### src/source/lsu_pkg.sv
package lsu_pkg;

    typedef logic [31:0] word_t;
    typedef logic [3:0]  byte_en_t;
    typedef logic [4:0]  reg_idx_t;

    // word-addressed on-chip data RAM, indexed by address bits 9:2
    localparam int RAM_ADDR_BITS = 8;
    localparam int RAM_WORDS     = 256;

    typedef enum logic [3:0] {
        LS_LB  = 4'd0,
        LS_LBU = 4'd1,
        LS_LH  = 4'd2,
        LS_LHU = 4'd3,
        LS_LW  = 4'd4,
        LS_LWL = 4'd5,
        LS_LWR = 4'd6,
        LS_SB  = 4'd8,
        LS_SH  = 4'd9,
        LS_SW  = 4'd10,
        LS_SWL = 4'd11,
        LS_SWR = 4'd12
    } ls_sel_t;

    typedef enum logic [1:0] {
        EXC_NONE     = 2'd0,
        EXC_ADEL     = 2'd1,
        EXC_ADES     = 2'd2,
        EXC_UPSTREAM = 2'd3
    } exc_code_t;

    // loads occupy the lower half of the selector space
    function automatic logic is_load(ls_sel_t sel);
        return (sel == LS_LB) || (sel == LS_LBU) || (sel == LS_LH) || (sel == LS_LHU) ||
               (sel == LS_LW) || (sel == LS_LWL) || (sel == LS_LWR);
    endfunction

endpackage

### src/source/load_merge.sv
`timescale 1ns/1ps

module load_merge import lsu_pkg::*; (
    input  word_t      rdata,
    input  logic [1:0] offset,
    input  ls_sel_t    sel,
    input  word_t      rt,
    output word_t      merged
);

    word_t       shifted;
    logic [15:0] half;
    word_t       lwl_mask;
    word_t       lwr_mask;

    assign shifted = rdata >> {offset, 3'b000};
    assign half    = offset[1] ? rdata[31:16] : rdata[15:0];

    // result bytes that come from memory
    assign lwl_mask = 32'hffff_ffff << {~offset, 3'b000};
    assign lwr_mask = 32'hffff_ffff >> {offset, 3'b000};

    always_comb begin
        merged = '0;
        case (sel)
            LS_LB: begin
                merged = {{24{shifted[7]}}, shifted[7:0]};
            end
            LS_LBU: begin
                merged = {24'h0, shifted[7:0]};
            end
            LS_LH: begin
                merged = {{16{half[15]}}, half};
            end
            LS_LHU: begin
                merged = {16'h0, half};
            end
            LS_LW: begin
                merged = rdata;
            end
            // low k+1 memory bytes land at the top, rt keeps the rest
            LS_LWL: begin
                merged = (rdata << {~offset, 3'b000}) | (rt & ~lwl_mask);
            end
            // memory bytes k..3 land at the bottom, rt keeps the top k
            LS_LWR: begin
                merged = (rdata >> {offset, 3'b000}) | (rt & ~lwr_mask);
            end
            default: begin
                merged = '0;
            end
        endcase
    end

endmodule

### config.mk
export PLATFORM = sky130hd
export DESIGN_NAME = load_merge
export DESIGN_NICKNAME = d
export VERILOG_FILES = /design/src/source/lsu_pkg.sv /design/src/source/load_merge.sv
export SDC_FILE = /design/constraint.sdc
export NUM_CORES = 1
export LEC_CHECK = 0
export ABC_AREA = 1
export BUFFER_PORTS_ARGS = -buffer_cell sky130_fd_sc_hd__buf_2
export CELL_PAD_IN_SITES_DETAIL_PLACEMENT = 1
export CELL_PAD_IN_SITES_GLOBAL_PLACEMENT = 1
export CORE_ASPECT_RATIO = 0.7
export CORE_MARGIN = 2
export CORE_UTILIZATION = 32
export DETAILED_ROUTE_END_ITERATION = 7
export PLACE_DENSITY_LB_ADDON = 0.1
export SYNTH_ARGS = -nofsm -noshare
export SYNTH_HDL_FRONTEND = slang
export SYNTH_SLANG_ARGS = --single-unit
### constraint.sdc
create_clock -name vclk -period 1.9
set_input_delay 0.285 -clock vclk [all_inputs]
set_output_delay 0.285 -clock vclk [all_outputs]
set_load 0.03 [all_outputs]
==> results.yml <==
outcome:
  status: "finished clean"
floorplanning:
  ios: 102
  die_area_um2: 8690
  start_util_pct: 32.7
  die_h_um: 78.6
  core_um2: 7770
  die_width_um: 111
  placementRows: 27
power:
  leakage_nw: 2.03
  vdd_drop_max_uv: 154
  total_power_uw: 849
  p_per_area_nw_per_um2: 252
route:
  drcViolationCount: 0
  firstDrtPassIters: 5
  vias: 4028
  ant_nets: 0
  drt_wl_total_mm: 12.2
  via_per_inst: 5.29
  dr.first_iter.drc_count: 356
  wire_per_inst_um: 16.1
worst_setup_path:
  worstSetupStartpointType: "input port"
  crit_fanout: 38
  critPathKind: "input port to output port"
  critPathCaptureType: "output port"
  arrival_ns: 1.55
  worstPathRequired_ns: 1.62
grt:
  grt_pass1_vias: 3772
  use_met2_pct: 44.2
  met3_usage_pct: 1.39
  grt_max_degree: 39
  grt_pass1_wl_mm: 18.6
  grt_use_total_pct: 25.6
  top_usage_layer: "met2"
  antenna_found_initial: 0
  grt.overflow.total: 0
  grtUsageMet1_pct: 35.9
timing:
  finalMaxSlewViolations: 0
  finalSetupTns_ns: 0
  max-slew-margin-rel_pct: 78.0
  rsz0062_at_grt: "true"
  hold_viol_final: 0
  period_minus_slack_ns: 1.84
  fin_crit_sh_pct: 96.8
  fmax_ghz: 0.544
  setup_violations: 0
  worst_pin_slew_ns: 0.329
final_layout:
  drive_gt1_share_pct: 25.9
  ff_latch_area_um2: 0
  antenna_cells: 0
  nets: 732
  clockBufferCount: 0
  fillCellCount: 1242
  stdcell_count: 761
  syn_to_final_growth_pct: 32.3
  design.seq.count: 0
logic_synthesis:
  synth_seq_area_share_pct: 0
  yosysTopAreaCell: "nand2_1"
  syn_area_um2: 2540
  syn_nets: 627
  yosysWarnings: 0
  synth_area_leaders: "nand2_1 (31%), nand3_1 (20%), nor2_1 (13%)"
  syn_inst: 557
  synth_cell_types: 26
  postSynthAreaPerCell_um2: 4.56
  synth_commonest_cells: "nand2_1 (207), nand3_1 (100), nor2_1 (88)"
  synth.most_common_cell: "nand2_1"
  yosysTopAreaCellShare_pct: 30.6
placed_design:
  io_buffer_count: 102
  dp_hpwl_mm: 8.91
  gp_congestion: 0.917
  dp.cells: 758
clock_tree:
  hold_buffers: 0
hold_path:
  min_path_type: "input port to output port"
flow_run:
  cap_violations: 0
[final timing paths]
path	start	endpoint	cells after the start
setup / recovery	offset[1]	merged[4]	9
hold / removal	rt[2]	merged[2]	4
[per-stage QoR]
step	area, µm²	setup WS [ns]	utilization (%)	hold WS, ns
3_5_place_dp	3260	0.00864	41.9	0.998
6_report	3360	0.0608	43.3	0.990
3_3_place_gp	3260	0.0543	41.9	0.995
5_1_grt	3360	-0.0168	43.3	1.01
2_1_floorplan	2540	0.409	-	0.853
4_1_cts	3260	0.00670	41.9	1.00
[metal layers]
layer | routed length [µm] | up-vias | share of wire [%]
li1 | - | 1963 | -
met1 | 5740 | 1896 | 47
met2 | 5560 | 149 | 45
met3 | 762 | 20 | 6.2
met4 | 157 | 0 | 1.3
met5 | 0 | - | 0
[critical path, cell delays in order]
cell	delay, ns
buf_2	0.16
buf_12	0.22
nand2_2	0.10
inv_2	0.14
buf_6	0.17
nand2_1	0.06
o211ai_1	0.10
nand3_1	0.11
buf_2	0.19
[placed cells by master (no fill, tap or decap), types with 3 or more instances in the layout]
cell,netlist,layout
a21oi_1,19,19
and2_1,5,5
buf_12,0,8
buf_2,14,101
buf_4,9,18
buf_6,6,3
inv_1,47,47
inv_2,7,6
nand2_1,207,206
nand2_2,14,14
nand2_4,3,4
nand3_1,100,100
nand4_1,3,3
nor2_1,88,87
nor2_2,3,3
nor2_4,3,4
o211ai_1,7,7
o21ai_0,11,11
[cell families (layout without fill, tap and decap cells)]
logic type / count (synthesis) / after routing / synth area share (%)
buffers and inverters: 85 / 188 / 16.9
AND/OR/NAND/NOR: 431 / 431 / 73.9
AO/OA/AOI/OAI: 41 / 41 / 9.25
[report_power, final]
part           internal [mW]  switching [mW]  leakage (nW)  total [mW]
logic                  0.293           0.556          2.03       0.849
clock network              0               0             0           0
registers                  0               0             0           0
total                  0.293           0.556          2.03       0.849
[repair_timing]
item | 4_1_cts | 5_1_grt
setup buffers | 0 | 1
gates resized for setup | 0 | 11
setup endpoints to repair | 0 | 27
[layout make-up]
| type | count | area (µm²) | share of cell area [%] |
|---|---|---|---|
| Inverter | 55 | 216 | 6.44 |
| Tap cell | 101 | 126 | 3.76 |
| Multi-Input combinational cell | 472 | 2130 | 63.3 |
| Timing Repair Buffer | 133 | 892 | 26.5 |
Note: power is estimated with default switching activity, not from simulation.
