### src/source/lsu_pkg.sv
package lsu_pkg;

    typedef logic [31:0] word_t;
    typedef logic [3:0]  byte_en_t;
    typedef logic [4:0]  reg_idx_t;

    // word-addressed on-chip data RAM, indexed by address bits 9:2
    localparam int RAM_ADDR_BITS = 8;
    localparam int RAM_WORDS     = 256;

    typedef enum logic [3:0] {
        LS_LB  = 4'd0,
        LS_LBU = 4'd1,
        LS_LH  = 4'd2,
        LS_LHU = 4'd3,
        LS_LW  = 4'd4,
        LS_LWL = 4'd5,
        LS_LWR = 4'd6,
        LS_SB  = 4'd8,
        LS_SH  = 4'd9,
        LS_SW  = 4'd10,
        LS_SWL = 4'd11,
        LS_SWR = 4'd12
    } ls_sel_t;

    typedef enum logic [1:0] {
        EXC_NONE     = 2'd0,
        EXC_ADEL     = 2'd1,
        EXC_ADES     = 2'd2,
        EXC_UPSTREAM = 2'd3
    } exc_code_t;

    // loads occupy the lower half of the selector space
    function automatic logic is_load(ls_sel_t sel);
        return (sel == LS_LB) || (sel == LS_LBU) || (sel == LS_LH) || (sel == LS_LHU) ||
               (sel == LS_LW) || (sel == LS_LWL) || (sel == LS_LWR);
    endfunction

endpackage

### src/source/mem_stage.sv
`timescale 1ns/1ps

module mem_stage import lsu_pkg::*; (
    input  logic       clk,
    input  logic       arst_n,
    input  logic       req_valid,
    output logic       req_ready,
    output logic       accept,
    input  word_t      pc,
    input  word_t      addr,
    input  word_t      rt_data,
    input  ls_sel_t    sel,
    input  reg_idx_t   dst,
    input  exc_code_t  exc_code,
    input  word_t      merged,
    output logic [1:0] held_offset,
    output ls_sel_t    held_sel,
    output word_t      held_rt,
    output logic       rsp_valid,
    input  logic       rsp_ready,
    output word_t      rsp_pc,
    output word_t      rsp_data,
    output logic       rsp_w_reg_ena,
    output reg_idx_t   rsp_dst,
    output exc_code_t  rsp_exc
);

    logic      valid_q;
    word_t     pc_q;
    reg_idx_t  dst_q;
    exc_code_t exc_q;

    // stage frees up when empty or when the held item leaves this cycle
    assign req_ready = !valid_q || rsp_ready;
    assign accept    = req_valid && req_ready;

    always_ff @(posedge clk or negedge arst_n) begin
        if (!arst_n) begin
            valid_q <= 1'b0;
        end else if (req_ready) begin
            valid_q <= req_valid;
        end
    end

    always_ff @(posedge clk) begin
        if (accept) begin
            pc_q        <= pc;
            held_offset <= addr[1:0];
            held_sel    <= sel;
            held_rt     <= rt_data;
            dst_q       <= dst;
            exc_q       <= exc_code;
        end
    end

    assign rsp_valid     = valid_q;
    assign rsp_pc        = pc_q;
    assign rsp_dst       = dst_q;
    assign rsp_exc       = exc_q;
    assign rsp_w_reg_ena = is_load(held_sel) && (exc_q == EXC_NONE);
    assign rsp_data      = (exc_q == EXC_NONE) ? merged : '0;

    // rsp_data also depends on the RAM read register, so this covers the RAM hold too
    a_rsp_stable : assert property (
        @(posedge clk) disable iff (!arst_n)
        rsp_valid && !rsp_ready |=>
            rsp_valid && $stable(rsp_pc) && $stable(rsp_data) && $stable(rsp_w_reg_ena) &&
            $stable(rsp_dst) && $stable(rsp_exc)
    ) else $error("mem_stage: response changed under back-pressure");

endmodule

### config.mk
export PLATFORM = sky130hd
export DESIGN_NAME = mem_stage
export DESIGN_NICKNAME = d
export VERILOG_FILES = /design/src/source/lsu_pkg.sv /design/src/source/mem_stage.sv
export SDC_FILE = /design/constraint.sdc
export NUM_CORES = 1
export LEC_CHECK = 0
export BUFFER_PORTS_ARGS = -buffer_cell sky130_fd_sc_hd__buf_4
export CAP_MARGIN = 20
export CORE_AREA = 5 5 97 99
export CTS_CLUSTER_SIZE = 20
export DETAILED_ROUTE_END_ITERATION = 8
export DIE_AREA = 0 0 102 104
export PLACE_DENSITY = 0.71
export SKIP_LAST_GASP = 1
export SLEW_MARGIN = 25
export SYNTH_ARGS = -nofsm -noshare
export SYNTH_HDL_FRONTEND = slang
export SYNTH_SLANG_ARGS = --single-unit
### constraint.sdc
create_clock -name clk -period 4.3 [get_ports clk]
set_input_delay 0.43 -clock clk [delete_from_list [all_inputs] [get_ports clk]]
set_output_delay 0.43 -clock clk [all_outputs]
set_load 0.05 [all_outputs]
==> metrics.cfg <==
[route]
met3_length_um = 1360
drcViolationCount = 0
route.met2.wl_um = 4190
drtIter0Drc = 87
routed.top_layer = met4
route.detailed.vias_per_inst = 4.21
wire_per_inst_um = 16.4
drt_wl_total_um = 7630
drtPass1Iterations = 4
dr_total_vias = 1963
detail-route-antenna-nets = 0
wl_met1_um = 1980

[cells_and_area]
diodes = 0
nFillCells = 677
drive_gt1_share_pct = 67.6
stdcell_count = 466
nets = 497
area_delta_synth_final_pct = 79.7
final_util_pct = 55.0

[clock_network]
cts_buffers = 9
cts_max_path_buffers = 2
h-tree-depth = 3
clk_latency_ps = 340
cts_tree = built
clk_pin_slew_worst_paths_ps = 80
cts-root-buf = clkbuf_8
cts.sink_count = 78
cts-resized-gates = 0

[floorplanning]
die_y_um = 104
initial_core_util_pct = 30.6
rows = 34
die_area_um2 = 10600
ioPinCount = 256
die_w_um = 102
coreArea_um2 = 8470

[logic_synthesis]
yosysSeqAreaShare_pct = 90.2
netlist_top_cells_count = edfxtp_1 (77), and2_1 (33), clkbuf_2 (3)
ys_warn_count = 0
async_reset_ff_share_pct = 1.28
yosysTopAreaCellShare_pct = 89.3
ys_ff_latch = 78
synth_top_area_cell = edfxtp_1
synth_edf_count = 77
netlist_area_um2 = 2590
synth.most_common_cell = edfxtp_1
postSynthCellCount = 119
synth_nets = 262
avgSynthCellArea_um2 = 21.8
yosys.cell_types.count = 8
synthFlopType = edfxtp_1
synth_area_leaders = edfxtp_1 (89%), and2_1 (8.0%), dfrtp_1 (0.97%)

[worst_setup_path]
cp-start-kind = flop
path_class = reg -> out
slowest_delay_ps = 620
worstPathArrival_ps = 1830
crit_slowest_cell = nor2_2
worstPathRequired_ps = 3870
reg2regPathDepth = 3
ff2ff_setup_slack_ps = 2390
endpoint_kind = output port
worstPathMaxFanout = 32
timing.rr.start = rsp_valid$_DFFE_PN0N_
path_cells = nor2_2, and2_1, buf_4
r2r-end = rsp_pc[23]$_DFFE_PP_

[min_path]
hold_depth = 1
hp-class = in -> reg
hold_start = rt_data[6]
min_to = held_rt[6]$_DFFE_PP_

[sta]
tns_ps = 0
max-slew-margin-rel_pct = 49.7
slew_violations = 0
post-route-min-period_ps = 2260
setup_viol = 0
post-route-period-util_pct = 52.7
clock.fmax_ghz = 0.442
rsz0062_at_grt = false
hold_violations = 0
worst_pin_slew_ps = 754
timing.hold.ws_ps = 261
skew_ps = 8.48

[global_route]
grt_antenna_before_repair = 0
grt_max_degree = 50
grt_overflow = 0
grt_usage_pct = 13.6
grt_pass1_vias = 2134
grt_pass1_wl_um = 10800

[placed_design]
portBuffers = 225
dpl.cell_count = 450
gp_congestion = 0.655

[power]
power_per_cell_area_nw_per_um2 = 413
vdd_ir_drop_max_v = 0.000251
power_w = 0.00192
p_leak_nw = 2.07

[status]
status = completed

[job]
cap_violations = 0

worst max-delay path by stage:
stage          depth (start not counted)                  endpoint  slack [ps]             startpoint
2_1_floorplan                          2  held_offset[0]$_DFFE_PP_         570  rsp_valid$_DFFE_PN0N_
6_report                               3               rsp_data[9]        2040   rsp_exc[1]$_DFFE_PP_
3_3_place_gp                           4     held_rt[10]$_DFFE_PP_        2270              rsp_ready
4_1_cts                                3               rsp_data[9]        1970   rsp_exc[1]$_DFFE_PP_
5_1_grt                                3              rsp_data[10]        1850   rsp_exc[1]$_DFFE_PP_
3_5_place_dp                           4     held_rt[25]$_DFFE_PP_        2230              rsp_ready
cell type report:
class                   instances  area [um2]  area share [%]
repair buffers                227        1710            36.7
flip-flops and latches         78        2340            50.2
multi-input cells              38         240            5.16
well taps                     108         135            2.90
clock buffers                   9         124            2.66
clock inverters                 6         110            2.37
power breakdown:
part	total, W	switching (W)	leakage, nW	internal (W)
Sequential	0.000897	0.0000116	0.744	0.000886
Combinational	0.000384	0.000247	1.21	0.000136
Clock	0.000640	0.000257	0.113	0.000382
cells in the final DEF (no fill, tap or decap), types with 2 or more instances in the layout:
master,synthesis,layout
and2_1,33,32
bufinv_16,0,3
buf_4,0,226
clkbuf_8,0,9
edfxtp_1,77,77
nand2b_1,2,2
registers in the layout, indices dropped and copies added, names as in the netlist:
register	count
held_rt	32
rsp_pc	32
rsp_dst	5
held_sel	4
held_offset	2
rsp_exc	2
rsp_valid	1
per-layer routing:
| metal | vias to the layer above | global-route usage, % |
|---|---|---|
| li1 | 906 | - |
| met1 | 903 | 10.6 |
| met2 | 144 | 26.6 |
| met3 | 10 | 8.18 |
| met4 | 0 | 4.31 |
| met5 | - | 0 |
stage by stage:
stage	cell area [um2]	worst slack (ps)
2_1_floorplan	2590	572
3_3_place_gp	4410	2270
3_5_place_dp	4410	2230
4_1_cts	4650	1970
5_1_grt	4650	1850
6_report	4650	2040
worst max-delay path: cells and delay by family, from the launching register on:
family	cells	cell delay [ps]
buffers and inverters	1	200
and+or+nand+nor	2	870
DFF	1	420
cells by family after synthesis:
kind of cell / synth area share (%)
AND/OR/NAND/NOR: 8.94
flip-flops: 90.2
buffers and inverters: 0.580
AO/OA/AOI/OAI: 0.242
repair_timing:
| item | CTS | global route |
|---|---|---|
| buffers inserted | 0 | 0 |
| hold buffers | 1 | 0 |
| hold endpoints to repair | 1 | 0 |
(Power assumes the default switching activity.)
