==> src/source/lsu_pkg.sv <==
package lsu_pkg;

    typedef logic [31:0] word_t;
    typedef logic [3:0]  byte_en_t;
    typedef logic [4:0]  reg_idx_t;

    // word-addressed on-chip data RAM, indexed by address bits 9:2
    localparam int RAM_ADDR_BITS = 8;
    localparam int RAM_WORDS     = 256;

    typedef enum logic [3:0] {
        LS_LB  = 4'd0,
        LS_LBU = 4'd1,
        LS_LH  = 4'd2,
        LS_LHU = 4'd3,
        LS_LW  = 4'd4,
        LS_LWL = 4'd5,
        LS_LWR = 4'd6,
        LS_SB  = 4'd8,
        LS_SH  = 4'd9,
        LS_SW  = 4'd10,
        LS_SWL = 4'd11,
        LS_SWR = 4'd12
    } ls_sel_t;

    typedef enum logic [1:0] {
        EXC_NONE     = 2'd0,
        EXC_ADEL     = 2'd1,
        EXC_ADES     = 2'd2,
        EXC_UPSTREAM = 2'd3
    } exc_code_t;

    // loads occupy the lower half of the selector space
    function automatic logic is_load(ls_sel_t sel);
        return (sel == LS_LB) || (sel == LS_LBU) || (sel == LS_LH) || (sel == LS_LHU) ||
               (sel == LS_LW) || (sel == LS_LWL) || (sel == LS_LWR);
    endfunction

endpackage

==> src/source/ls_issue.sv <==
`timescale 1ns/1ps

module ls_issue import lsu_pkg::*; (
    input  logic      accept,
    input  word_t     addr,
    input  word_t     rt_data,
    input  ls_sel_t   sel,
    input  logic      has_exc,
    output exc_code_t exc_code,
    output logic      ram_en,
    output byte_en_t  ram_wen,
    output word_t     ram_wdata
);

    logic [1:0] off;
    byte_en_t   lanes;

    assign off = addr[1:0];

    // alignment faults, upstream fault wins
    always_comb begin
        exc_code = EXC_NONE;
        if (has_exc) begin
            exc_code = EXC_UPSTREAM;
        end else if ((sel == LS_LH || sel == LS_LHU) && off[0]) begin
            exc_code = EXC_ADEL;
        end else if (sel == LS_LW && off != 2'b00) begin
            exc_code = EXC_ADEL;
        end else if (sel == LS_SH && off[0]) begin
            exc_code = EXC_ADES;
        end else if (sel == LS_SW && off != 2'b00) begin
            exc_code = EXC_ADES;
        end
    end

    // lane selection and store data placement
    always_comb begin
        lanes     = '0;
        ram_wdata = '0;
        case (sel)
            LS_SB: begin
                lanes     = 4'b0001 << off;
                ram_wdata = {4{rt_data[7:0]}};
            end
            LS_SH: begin
                lanes     = off[1] ? 4'b1100 : 4'b0011;
                ram_wdata = {2{rt_data[15:0]}};
            end
            LS_SW: begin
                lanes     = 4'b1111;
                ram_wdata = rt_data;
            end
            // SWL puts the top bytes of rt into lanes 0..k
            LS_SWL: begin
                lanes     = 4'b1111 >> ~off;
                ram_wdata = rt_data >> {~off, 3'b000};
            end
            // SWR puts the low bytes of rt into lanes k..3
            LS_SWR: begin
                lanes     = 4'b1111 << off;
                ram_wdata = rt_data << {off, 3'b000};
            end
            default: begin
                lanes     = '0;
                ram_wdata = '0;
            end
        endcase
    end

    // a faulting or idle cycle must never touch the array
    always_comb begin
        ram_en  = accept && (exc_code == EXC_NONE);
        ram_wen = lanes & {4{ram_en}};
    end

endmodule

==> config.mk <==
export PLATFORM = sky130hd
export DESIGN_NAME = ls_issue
export DESIGN_NICKNAME = d
export VERILOG_FILES = /design/src/source/lsu_pkg.sv /design/src/source/ls_issue.sv
export SDC_FILE = /design/constraint.sdc
export NUM_CORES = 1
export LEC_CHECK = 0
export ABC_CLOCK_PERIOD_IN_PS = 1550
export BUFFER_PORTS_ARGS = -buffer_cell sky130_fd_sc_hd__buf_4
export CAP_MARGIN = 15
export CORE_ASPECT_RATIO = 0.75
export CORE_UTILIZATION = 44
export DETAILED_ROUTE_END_ITERATION = 12
export PLACE_DENSITY = 0.85
export RECOVER_POWER = 100
export SETUP_SLACK_MARGIN = 0.4
export SYNTH_ARGS = -nofsm -noshare
export SYNTH_HDL_FRONTEND = slang
export SYNTH_SLANG_ARGS = --single-unit
==> constraint.sdc <==
create_clock -name vclk -period 1.55
set_input_delay 0.155 -clock vclk [all_inputs]
set_output_delay 0.155 -clock vclk [all_outputs]
set_load 0.05 [all_outputs]
==> results.toml, run 1 <==
[status]
outcome = "did not finish"
firstError = "[ERROR DPL-0038] Utilization greater than 100%, impossible to legalize"
stop_stage = "clock tree synthesis"

[place]
gp_congestion = 0.919
dp_hpwl_mm = 4.98
dp_slack_ns = -0.113
io_buffers = 79

[logic_synthesis]
synth_top_area_share = 0.262
synth_nets = 289
syn_area_per_cell_um2 = 6.98
syn_inst = 219
synth_warnings = 0
seq_area_frac_synth = 0
synth_area_um2 = 1530
yosysUniqueCellTypes = 39
yosysTopAreaCell = "mux2i_1"
netlist_top_cells_area = "mux2i_1, a21oi_1, a221o_1"

[floorplan]
dieHeight_um = 53.0
start_util = 0.461
num_rows = 18
die_x_um = 70.0
ios = 109

[clock_network]
ctsResizeCount = 111
cts_hold_buf = 0
cts_setup_buffers = 20
cell families after synthesis:
logic type	share of synthesized area
compound gates	0.382
buf+inv	0.0909
mux	0.262
simple gates	0.265
stage by stage:
step | TNS [ns] | utilization | hold WS [ns] | std cells | cell area (µm²)
2_1_floorplan | -0.267 | - | 0.495 | 219 | 2000
3_3_place_gp | -1.04 | 0.854 | 0.682 | 362 | 2830
3_5_place_dp | -1.66 | 0.854 | 0.683 | 362 | 2830
synthesized netlist by cell type, types with 2 or more instances:
library cell	number
and3_1	2
nor2b_1	12
o2bb2ai_1	9
a221o_1	8
buf_2	12
a22o_1	8
nand2_1	13
and2_1	7
mux2i_1	40
nor2_2	7
o211ai_1	7
or3b_1	2
nor2_1	14
a21o_1	2
o21ai_1	8
buf_4	3
o22ai_1	3
buf_6	3
nand3b_1	3
nand2b_1	5
o21ai_0	4
a21oi_1	21
inv_1	3
o221ai_1	8
==> inputs of run 2 (changes only) <==
CORE_ASPECT_RATIO = default   (was 0.75)
CORE_UTILIZATION = 35   (was 44)
PLACE_DENSITY = default   (was 0.85)
PLACE_DENSITY_LB_ADDON = 0.15   (was default)
SETUP_SLACK_MARGIN = default   (was 0.4)
==> run 2 against run 1 <==
Against the previous run: the flow now finishes, with violations (negative setup slack); synthesized area unchanged; synthesized cell count unchanged.
==> results.toml, run 2 <==
[floorplan]
die_x_um = 68.1
start_util = 0.374
dieHeight_um = 68.1
die-area_um2 = 4630
ios = 109
num_rows = 23
core_area_um2 = 4090

[finish]
seqCellArea_um2 = 0
stdcell_count = 374
antenna_cells = 0
area_delta_synth_final_pct = 77.7
final_cell_mix = "buf_4, mux2i_1, a21oi_1"
final_common_cell = "buf_4"
fin_nets = 396
clkbuf_count = 0
seq_cells = 0
layout-drive-gt1-share = 0.509

[sta]
tightestPinTransition_ns = 0.340
slew-limit-headroom = 0.772
hold_viol = 0
slew_viol_final = 0
setup_violations = 1
layout_min_cycle_time_ns = 1.58
fin_ws_ns = -0.0264
max_freq_mhz = 634
fin_tns_setup_ns = -0.0264
fin_crit_sh = 1.02
hold-worst-slack_ns = 0.706
rsz0062_at_grt = "true"

[power]
p_total_mw = 0.960
power_leakage_nw = 1.22
vdd.ir_drop.worst_v = 0.000142
pwr_density_cell_nw_per_um2 = 353

[grt]
grt_pass1_vias = 1921
grt_max_degree = 17
grt_pass1_wl_mm = 8.85
grtUsageTotal = 0.245
antenna_found_initial = 0
grt.overflow.total = 0

[route]
viasPerCell = 5.90
drtAntennaViolNets = 0
dr.pass1.iters = 4
vias = 2208
drt_first_iter_violations = 161
routed_wl_mm = 6.40
wl_per_cell_um = 17.1
drc_errors = 0

[logic_synthesis]
syn_area_per_cell_um2 = 6.98
yosysTopAreaCell = "mux2i_1"
synth_top_area_share = 0.262
synth_warnings = 0
yosys-top-cells-count = "mux2i_1, a21oi_1, nor2_1"
yosysUniqueCellTypes = 39
synth_area_um2 = 1530
seq_area_frac_synth = 0
netlist_top_cells_area = "mux2i_1, a21oi_1, a221o_1"
syn_inst = 219
post-synth-top-count-cell = "mux2i_1"
synth_nets = 289

[hold_path]
hold_end = "exc_code[0]"
holdCritStartpoint = "has_exc"
worstHoldPathType = "in -> out"
whs_path_depth = 3

[worst_setup_path]
crit_fanout = 8
start_kind = "input pin"
required_ns = 1.39
path_class = "in -> out"
end_kind = "output port"
arrival_ns = 1.42

[status]
violations = "negative setup slack"
outcome = "complete, but fails checks"

[place]
gp_congestion = 0.894
place_inst = 368
io_buffers = 79
dp_slack_ns = -0.0835
dp_hpwl_mm = 4.46

[job]
maxCapViolations = 0

[clock_network]
cts_hold_buf = 0
## run 2: cell counts after synthesis
No cell type changed its count.
## run 2: cell type report
class,instances,area [µm²]
inverter,4,15.0
multi-input combinational,195,1580
fill,369,1370
tap,50,62.6
timing repair buffer,125,1060
## run 2: critical path, stage by stage
cell	delay (ns)
buf_12	0.11
buf_12	0.13
mux2i_2	0.28
mux2i_1	0.18
a221o_1	0.37
buf_4	0.20
## run 2: worst max-delay path by stage
stage | startpoint | end | slack, ns | cells after the start
floorplan | sel[2] | ram_wdata[17] | -0.26 | 5
global placement | sel[2] | ram_wdata[17] | -0.08 | 6
detailed placement | sel[2] | ram_wdata[26] | -0.08 | 6
CTS | sel[2] | ram_wdata[17] | -0.003 | 6
global route | addr[0] | ram_wdata[25] | -0.04 | 6
finish | addr[0] | ram_wdata[25] | -0.03 | 6
## run 2: power by group
group          switching (mW)  leakage, nW  internal [mW]  total, mW
Sequential                  0            0              0          0
Combinational           0.549         1.22          0.410      0.960
Clock                       0            0              0          0
Total                   0.549         1.22          0.410      0.960
## run 2: cell families after synthesis
family | share of synthesized area
AOI/OAI and AO/OA | 0.382
and+or+nand+nor | 0.265
muxes | 0.262
buffers and inverters | 0.0909
## run 2: per-layer routing
metal  vias to the layer above  global-route usage  share of wire
met5                         -                   0              0
met4                         0              0.0703          0.013
met1                      1056               0.316           0.42
met3                         8             0.00667          0.055
met2                        91               0.438           0.52
li1                       1053                   -              -
## run 2: stage by stage
step	utilization	cell area, µm²
2_1_floorplan	-	1610
3_3_place_gp	0.602	2460
3_5_place_dp	0.602	2460
4_1_cts	0.607	2480
5_1_grt	0.664	2720
6_report	0.664	2720
## run 2: what timing repair did
item / 4_1_cts / 5_1_grt
endpoints found under the hold margin: 0 / 0
setup buffers: 0 / 6
setup endpoints to repair: 17 / 26
resized for setup: 5 / 47
pin swaps: 0 / 7
(Power assumes the default switching activity.)
