File: config.mk
export PLATFORM = sky130hd
export DESIGN_NAME = lsu_badvaddr
export DESIGN_NICKNAME = d
export VERILOG_FILES = /design/src/source/lsu_pkg.sv /design/src/source/lsu_badvaddr.sv
export SDC_FILE = /design/constraint.sdc
export NUM_CORES = 1
export LEC_CHECK = 0
export BUFFER_PORTS_ARGS = -buffer_cell sky130_fd_sc_hd__buf_2
export CAP_MARGIN = 10
export CORE_ASPECT_RATIO = 0.8
export CORE_MARGIN = 3
export CORE_UTILIZATION = 30
export DETAILED_ROUTE_END_ITERATION = 10
export HOLD_SLACK_MARGIN = 0.1
export SKIP_LAST_GASP = 1
export SLEW_MARGIN = 10
export SYNTH_ARGS = -nofsm -noshare
export SYNTH_HDL_FRONTEND = slang
export SYNTH_SLANG_ARGS = --single-unit
File: constraint.sdc
create_clock -name clk -period 1 [get_ports clk]
set_clock_uncertainty 0.15 [all_clocks]
set_input_delay 0.2 -clock clk [delete_from_list [all_inputs] [get_ports clk]]
set_output_delay 0.2 -clock clk [all_outputs]
set_load 0.02 [all_outputs]
File: src/source/lsu_pkg.sv
package lsu_pkg;

    typedef logic [31:0] word_t;
    typedef logic [3:0]  byte_en_t;
    typedef logic [4:0]  reg_idx_t;

    // word-addressed on-chip data RAM, indexed by address bits 9:2
    localparam int RAM_ADDR_BITS = 8;
    localparam int RAM_WORDS     = 256;

    typedef enum logic [3:0] {
        LS_LB  = 4'd0,
        LS_LBU = 4'd1,
        LS_LH  = 4'd2,
        LS_LHU = 4'd3,
        LS_LW  = 4'd4,
        LS_LWL = 4'd5,
        LS_LWR = 4'd6,
        LS_SB  = 4'd8,
        LS_SH  = 4'd9,
        LS_SW  = 4'd10,
        LS_SWL = 4'd11,
        LS_SWR = 4'd12
    } ls_sel_t;

    typedef enum logic [1:0] {
        EXC_NONE     = 2'd0,
        EXC_ADEL     = 2'd1,
        EXC_ADES     = 2'd2,
        EXC_UPSTREAM = 2'd3
    } exc_code_t;

    // loads occupy the lower half of the selector space
    function automatic logic is_load(ls_sel_t sel);
        return (sel == LS_LB) || (sel == LS_LBU) || (sel == LS_LH) || (sel == LS_LHU) ||
               (sel == LS_LW) || (sel == LS_LWL) || (sel == LS_LWR);
    endfunction

endpackage

File: src/source/lsu_badvaddr.sv
`timescale 1ns/1ps

module lsu_badvaddr import lsu_pkg::*; (
    input  logic      clk,
    input  logic      arst_n,
    input  logic      accept,
    input  exc_code_t exc_code,
    input  word_t     addr,
    output word_t     badvaddr
);

    logic addr_fault;

    // only address errors raised here, not faults carried in from upstream
    assign addr_fault = (exc_code == EXC_ADEL) || (exc_code == EXC_ADES);

    always_ff @(posedge clk or negedge arst_n) begin
        if (!arst_n) begin
            badvaddr <= '0;
        end else if (accept && addr_fault) begin
            badvaddr <= addr;
        end
    end

endmodule

==> metrics.yaml, run 1 <==
logic_synthesis:
  syn_nets: 106
  synth_seq_cells: 32
  ys_warn_count: 0
  synth_cell_types: 6
  synth.avg_cell_area_um2: 19.17
  synth.yosys.seq_area_share: 0.6055
  syn-instance-count: 69
  synth_area_um2: 1323
critical_path:
  reg2reg_setup_slack_ns: -0.06
  start_kind: "flip-flop"
  reg2reg_depth: 2
  critPathTopFamily: "flip-flops"
  endpoint_kind: "output pin"
  critical_path.max_fanout: 2
  cpPeakStageDelay_ns: 0.41
  cp_slowest_cell: "dfrtp_1"
  crit_path_cell_trace: "buf_6"
  r2r-end: "badvaddr[4]$_DFFE_PN0P_"
  r2r-start: "badvaddr[4]$_DFFE_PN0P_"
  crit_arrival_ns: 0.82
  required_ns: 0.65
  crit_type: "reg2out"
  path_buf_inv: 1
route:
  first_pass_iters: 4
  drt_iter0_markers: 11
  route.detailed.drc: 0
  wl_um: 3334
  vias: 948
  drtAntennaViolNets: 0
  wl_per_cell_um: 14.75
  viasPerCell: 4.195
die:
  die_height_um: 65.39
  dieArea_um2: 5246
  rows: 20
  coreArea_um2: 4004
  initial_utilization: 0.3303
  fp.dieW_um: 80.23
  ios: 69
finish:
  layout_common_cells: "35 x buf_6, 34 x buf_2, 32 x mux2_4, 32 x dfrtp_1, 21 x buf_4"
  multi_input_area_um2: 508.0
  design_area_um2: 2330
  mostFrequentLayoutCell: "buf_6"
  reg.largest.list: "badvaddr (32)"
  fillCellCount: 327
  final_core_util: 0.5819
  seqCellArea_um2: 800.8
  largest_reg_flops: 32
  fin_nets: 207
  top_register: "badvaddr"
  num_antenna_cells: 0
  drive_above_1_share: 0.8070
  area_growth_pct: 76.16
clocking:
  cts_buffer_depth: 2
  path_clk_slew_ns: 0.07
  cts_made_buffers: 5
  cts_root_buffer: "clkbuf_8"
  cts_tree: "built"
  cts.htree.levels: 2
  insertion_delay_ns: 0.27
  clkSinkCount: 32
  hold_buffers: 1
min_path:
  min_from: "addr[7]"
  worstHoldPathCells: 2
  holdPathEnd: "badvaddr[7]$_DFFE_PN0P_"
  hp-class: "in2reg"
place:
  postPlaceCellArea_um2: 1740
  dp_hpwl_um: 2105
  gp_congestion: 0.6884
  io_buffer_count: 68
sta:
  finalSetupViolations: 64
  finalHoldViolations: 0
  period_minus_slack_ns: 1.171
  fmax_mhz: 853.6
  grt_setup_unrepaired: "true"
  maxSlewHeadroom: 0.8807
  slew_violations: 0
  setup_ws_ns: -0.1715
  fin_crit_sh: 1.171
  tightestPinTransition_ns: 0.1787
pwr:
  p_leak_nw: 1.240
  power_density_nw_per_um2: 1982
  irDropWorstVdd_mv: 0.7553
grt:
  track_usage: 0.1251
  grt_pass1_wl_um: 4961
  grt_max_degree: 33
  antenna_found_initial: 0
  grt_pass1_vias: 986
  overflow: 0
flow_run:
  max_cap_violations: 0
outcome:
  status: "complete, but fails checks"
  violations: "setup timing"
-- synth_stat cells --
cell type  instances  area share
buf_6              3       0.026
dfrtp_1           32        0.61
mux2_2             2       0.017
mux2_4            30        0.34
nand2_2            1      0.0047
xor2_1             1      0.0066
-- per-layer routing --
layer | GRT usage | part of all wire | routed length, um
met4 | 0.03165 | 0.0048 | 16
met2 | 0.2118 | 0.48 | 1616
met1 | 0.1510 | 0.42 | 1415
met5 | 0 | 0 | 0
met3 | 0.04521 | 0.085 | 285
-- metrics by stage --
step	worst slack [ns]	TNS (ns)	total power, mW	cells	hold slack (ns)
after floorplan	-0.2220	-6.820	2.481	69	-0.2456
after global placement	-0.4216	-12.03	2.884	193	0.01728
after detailed placement	-0.4466	-12.39	2.914	193	0.02161
after CTS	-0.1887	-8.736	4.542	218	-0.01060
after global routing	-0.2120	-9.011	4.829	226	-0.01263
final	-0.1715	-7.766	4.617	226	0.001210
-- worst max path at each step --
stage / slack, ns / start / endpoint / cells past startpoint
after floorplan: -0.22 / exc_code[0] / badvaddr[0]$_DFFE_PN0P_ / 4
after global placement: -0.42 / exc_code[0] / badvaddr[12]$_DFFE_PN0P_ / 5
after detailed placement: -0.45 / exc_code[0] / badvaddr[4]$_DFFE_PN0P_ / 5
after CTS: -0.19 / badvaddr[5]$_DFFE_PN0P_ / badvaddr[5] / 1
after global routing: -0.21 / badvaddr[28]$_DFFE_PN0P_ / badvaddr[28] / 1
final: -0.17 / badvaddr[5]$_DFFE_PN0P_ / badvaddr[5] / 1
-- cell type report --
type	instances	share of cell area
repair buffers	97	0.3690
well taps	55	0.02954
multi-input cells	34	0.2180
clock buffers	6	0.03545
flip-flops and latches	32	0.3437
clock inverters	2	0.004296
-- logic make-up after synthesis --
kind of cell	count (synthesis)	share of synthesized area
multiplexers	32	0.3576
flip-flops	32	0.6055
buffers and inverters	3	0.02554
AND/OR/NAND/NOR	1	0.004733
XOR/XNOR	1	0.006624
-- power breakdown --
group | leakage [nW] | internal, mW | switching [mW] | total, mW
combinational | 0.813 | 1.17 | 0.683 | 1.85
clock | 0.0510 | 0.549 | 0.467 | 1.02
sequential | 0.376 | 1.55 | 0.199 | 1.75
-- worst register-to-register path, delay by kind of cell, from the launching register on --
kind | cells | cell delay (ns)
muxes | 1 | 0.25
buffers and inverters | 1 | 0.14
DFF | 1 | 0.40
-- timing repair --
action,in CTS,in global routing
setup buffers,15,7
endpoints found under the hold margin,64,32
cloned,1,1
endpoints found under the setup margin,64,64
gates resized for setup,75,5
pin swaps,1,1
Power figures use the tool's default switching activity.
==> inputs of run 2 (changes only) <==
Clock period 1 ns to 1.3 ns, I/O delays scaled along.
==> run 2 against run 1 <==
Compared with the run above: the run now ends clean; flip-flop and latch count is the same; cell count rose by 3.5%; highest routed layer unchanged; count of clock-buffer cells in the layout unchanged; largest power group is now sequential cells; worst setup slack improved by 0.23 ns; first-iteration DRC count grew 64%; wire length shrank 7.2%.
==> metrics.yaml, run 2 (same netlist as run 1, synthesis figures left out) <==
outcome:
  status: "complete, no violations"
route:
  top_layer_used: "met4"
  drtAntennaViolNets: 0
  first_pass_iters: 3
  route.detailed.drc: 0
  wl_met2_um: 1480
  viasPerCell: 4.209
  wl_met1_um: 1282
  drt_iter0_markers: 18
  wl_per_cell_um: 13.22
  wl_um: 3093
  vias: 985
  met3WireLength_um: 285
critical_path:
  r2r-start: "badvaddr[30]$_DFFE_PN0P_"
  critical_path.max_fanout: 2
  critPathTopFamily: "flip-flops"
  required_ns: 0.89
  crit_arrival_ns: 0.83
  crit_type: "reg2out"
  reg2reg_depth: 1
  r2r-end: "badvaddr[30]$_DFFE_PN0P_"
  path_buf_inv: 1
  cpPeakStageDelay_ns: 0.39
  cp_slowest_cell: "dfrtp_1"
  reg2reg_setup_slack_ns: 0.38
  start_kind: "flip-flop"
  crit_path_cell_trace: "buf_2"
  endpoint_kind: "output pin"
min_path:
  hp-class: "in2async"
clocking:
  insertion_delay_ns: 0.28
  clkSinkCount: 32
  cts_made_buffers: 5
  cts_resized: 0
  hold_buffers: 33
  cts_root_buffer: "clkbuf_8"
  path_clk_slew_ns: 0.07
  cts_setup_buffers: 0
  cts.htree.levels: 2
  cts_tree: "built"
  cts_buffer_depth: 2
pwr:
  p_total_mw: 3.067
  irDropWorstVdd_mv: 0.6128
  p_leak_nw: 1.140
  power_density_nw_per_um2: 1418
finish:
  mostFrequentLayoutCell: "buf_2"
  drive_above_1_share: 0.6313
  top_register: "badvaddr"
  fin_nets: 215
  layout_common_cells: "68 x buf_2, 33 x dlygate4sd3_1, 32 x dfrtp_1, 30 x mux2_4, 6 x clkbuf_8"
  num_antenna_cells: 0
  fillCellCount: 343
  layout.cells.non_filler: 234
  largest_reg_flops: 32
  reg.largest.list: "badvaddr (32)"
  area_growth_pct: 63.58
sta:
  period_minus_slack_ns: 1.242
  finalHoldViolations: 0
  finalSetupViolations: 0
  whs_ns: 0.3293
  maxSlewHeadroom: 0.8190
  fin_crit_sh: 0.9554
  fmax_mhz: 805.1
  slew_violations: 0
  tightestPinTransition_ns: 0.2714
  grt_setup_unrepaired: "false"
grt:
  track_usage: 0.1230
  overflow: 0
  grt_max_degree: 33
  grt_pass1_wl_um: 4912
  grt_pass1_vias: 1018
  antenna_found_initial: 0
die:
  dieArea_um2: 5246
  rows: 20
  coreArea_um2: 4004
  ios: 69
  initial_utilization: 0.3303
  fp.dieW_um: 80.23
  die_height_um: 65.39
place:
  dp_hpwl_um: 2105
  io_buffer_count: 68
  gp_congestion: 0.6884
  dp.cells: 193
flow_run:
  max_cap_violations: 0
## run 2: metrics by stage
step / instance area, um2 / setup slack [ns] / utilization / TNS, ns
after floorplan: 1323 / 0.01796 / - / 0
after global placement: 1740 / -0.1816 / 0.4347 / -4.351
after detailed placement: 1740 / -0.2066 / 0.4347 / -4.713
after CTS: 2163 / 0.03941 / 0.5403 / 0
after global routing: 2163 / 0.01638 / 0.5403 / 0
final: 2163 / 0.05797 / 0.5403 / 0
## run 2: per-layer routing
layer / track usage / vias to the layer above
met5: 0 / -
met4: 0.04219 / 0
met3: 0.04384 / 8
met2: 0.2097 / 51
met1: 0.1431 / 470
li1: - / 456
## run 2: worst max path at each step
stage,start,end,cells past startpoint,slack [ns]
after global placement,exc_code[0],badvaddr[12]$_DFFE_PN0P_,5,-0.18
after global routing,badvaddr[5]$_DFFE_PN0P_,badvaddr[5],1,0.02
final,badvaddr[14]$_DFFE_PN0P_,badvaddr[14],1,0.06
after floorplan,exc_code[0],badvaddr[0]$_DFFE_PN0P_,4,0.02
after CTS,badvaddr[5]$_DFFE_PN0P_,badvaddr[5],1,0.04
after detailed placement,exc_code[0],badvaddr[4]$_DFFE_PN0P_,5,-0.21
## run 2: power breakdown
| part | internal [mW] | total (mW) | switching (mW) | leakage (nW) |
|---|---|---|---|---|
| Clock | 0.422 | 0.770 | 0.349 | 0.0510 |
| Combinational | 0.522 | 0.996 | 0.474 | 0.713 |
| Sequential | 1.19 | 1.30 | 0.107 | 0.376 |
| Total | 2.14 | 3.07 | 0.930 | 1.14 |
## run 2: final cells by class
cell class / count / area (um2) / share of cell area
Sequential cell: 32 / 800.8 / 0.3702
Tap cell: 55 / 68.82 / 0.03181
Clock buffer: 6 / 82.58 / 0.03817
Clock inverter: 2 / 10.01 / 0.004627
Multi-Input combinational cell: 34 / 488.0 / 0.2256
Timing Repair Buffer: 105 / 713.2 / 0.3297
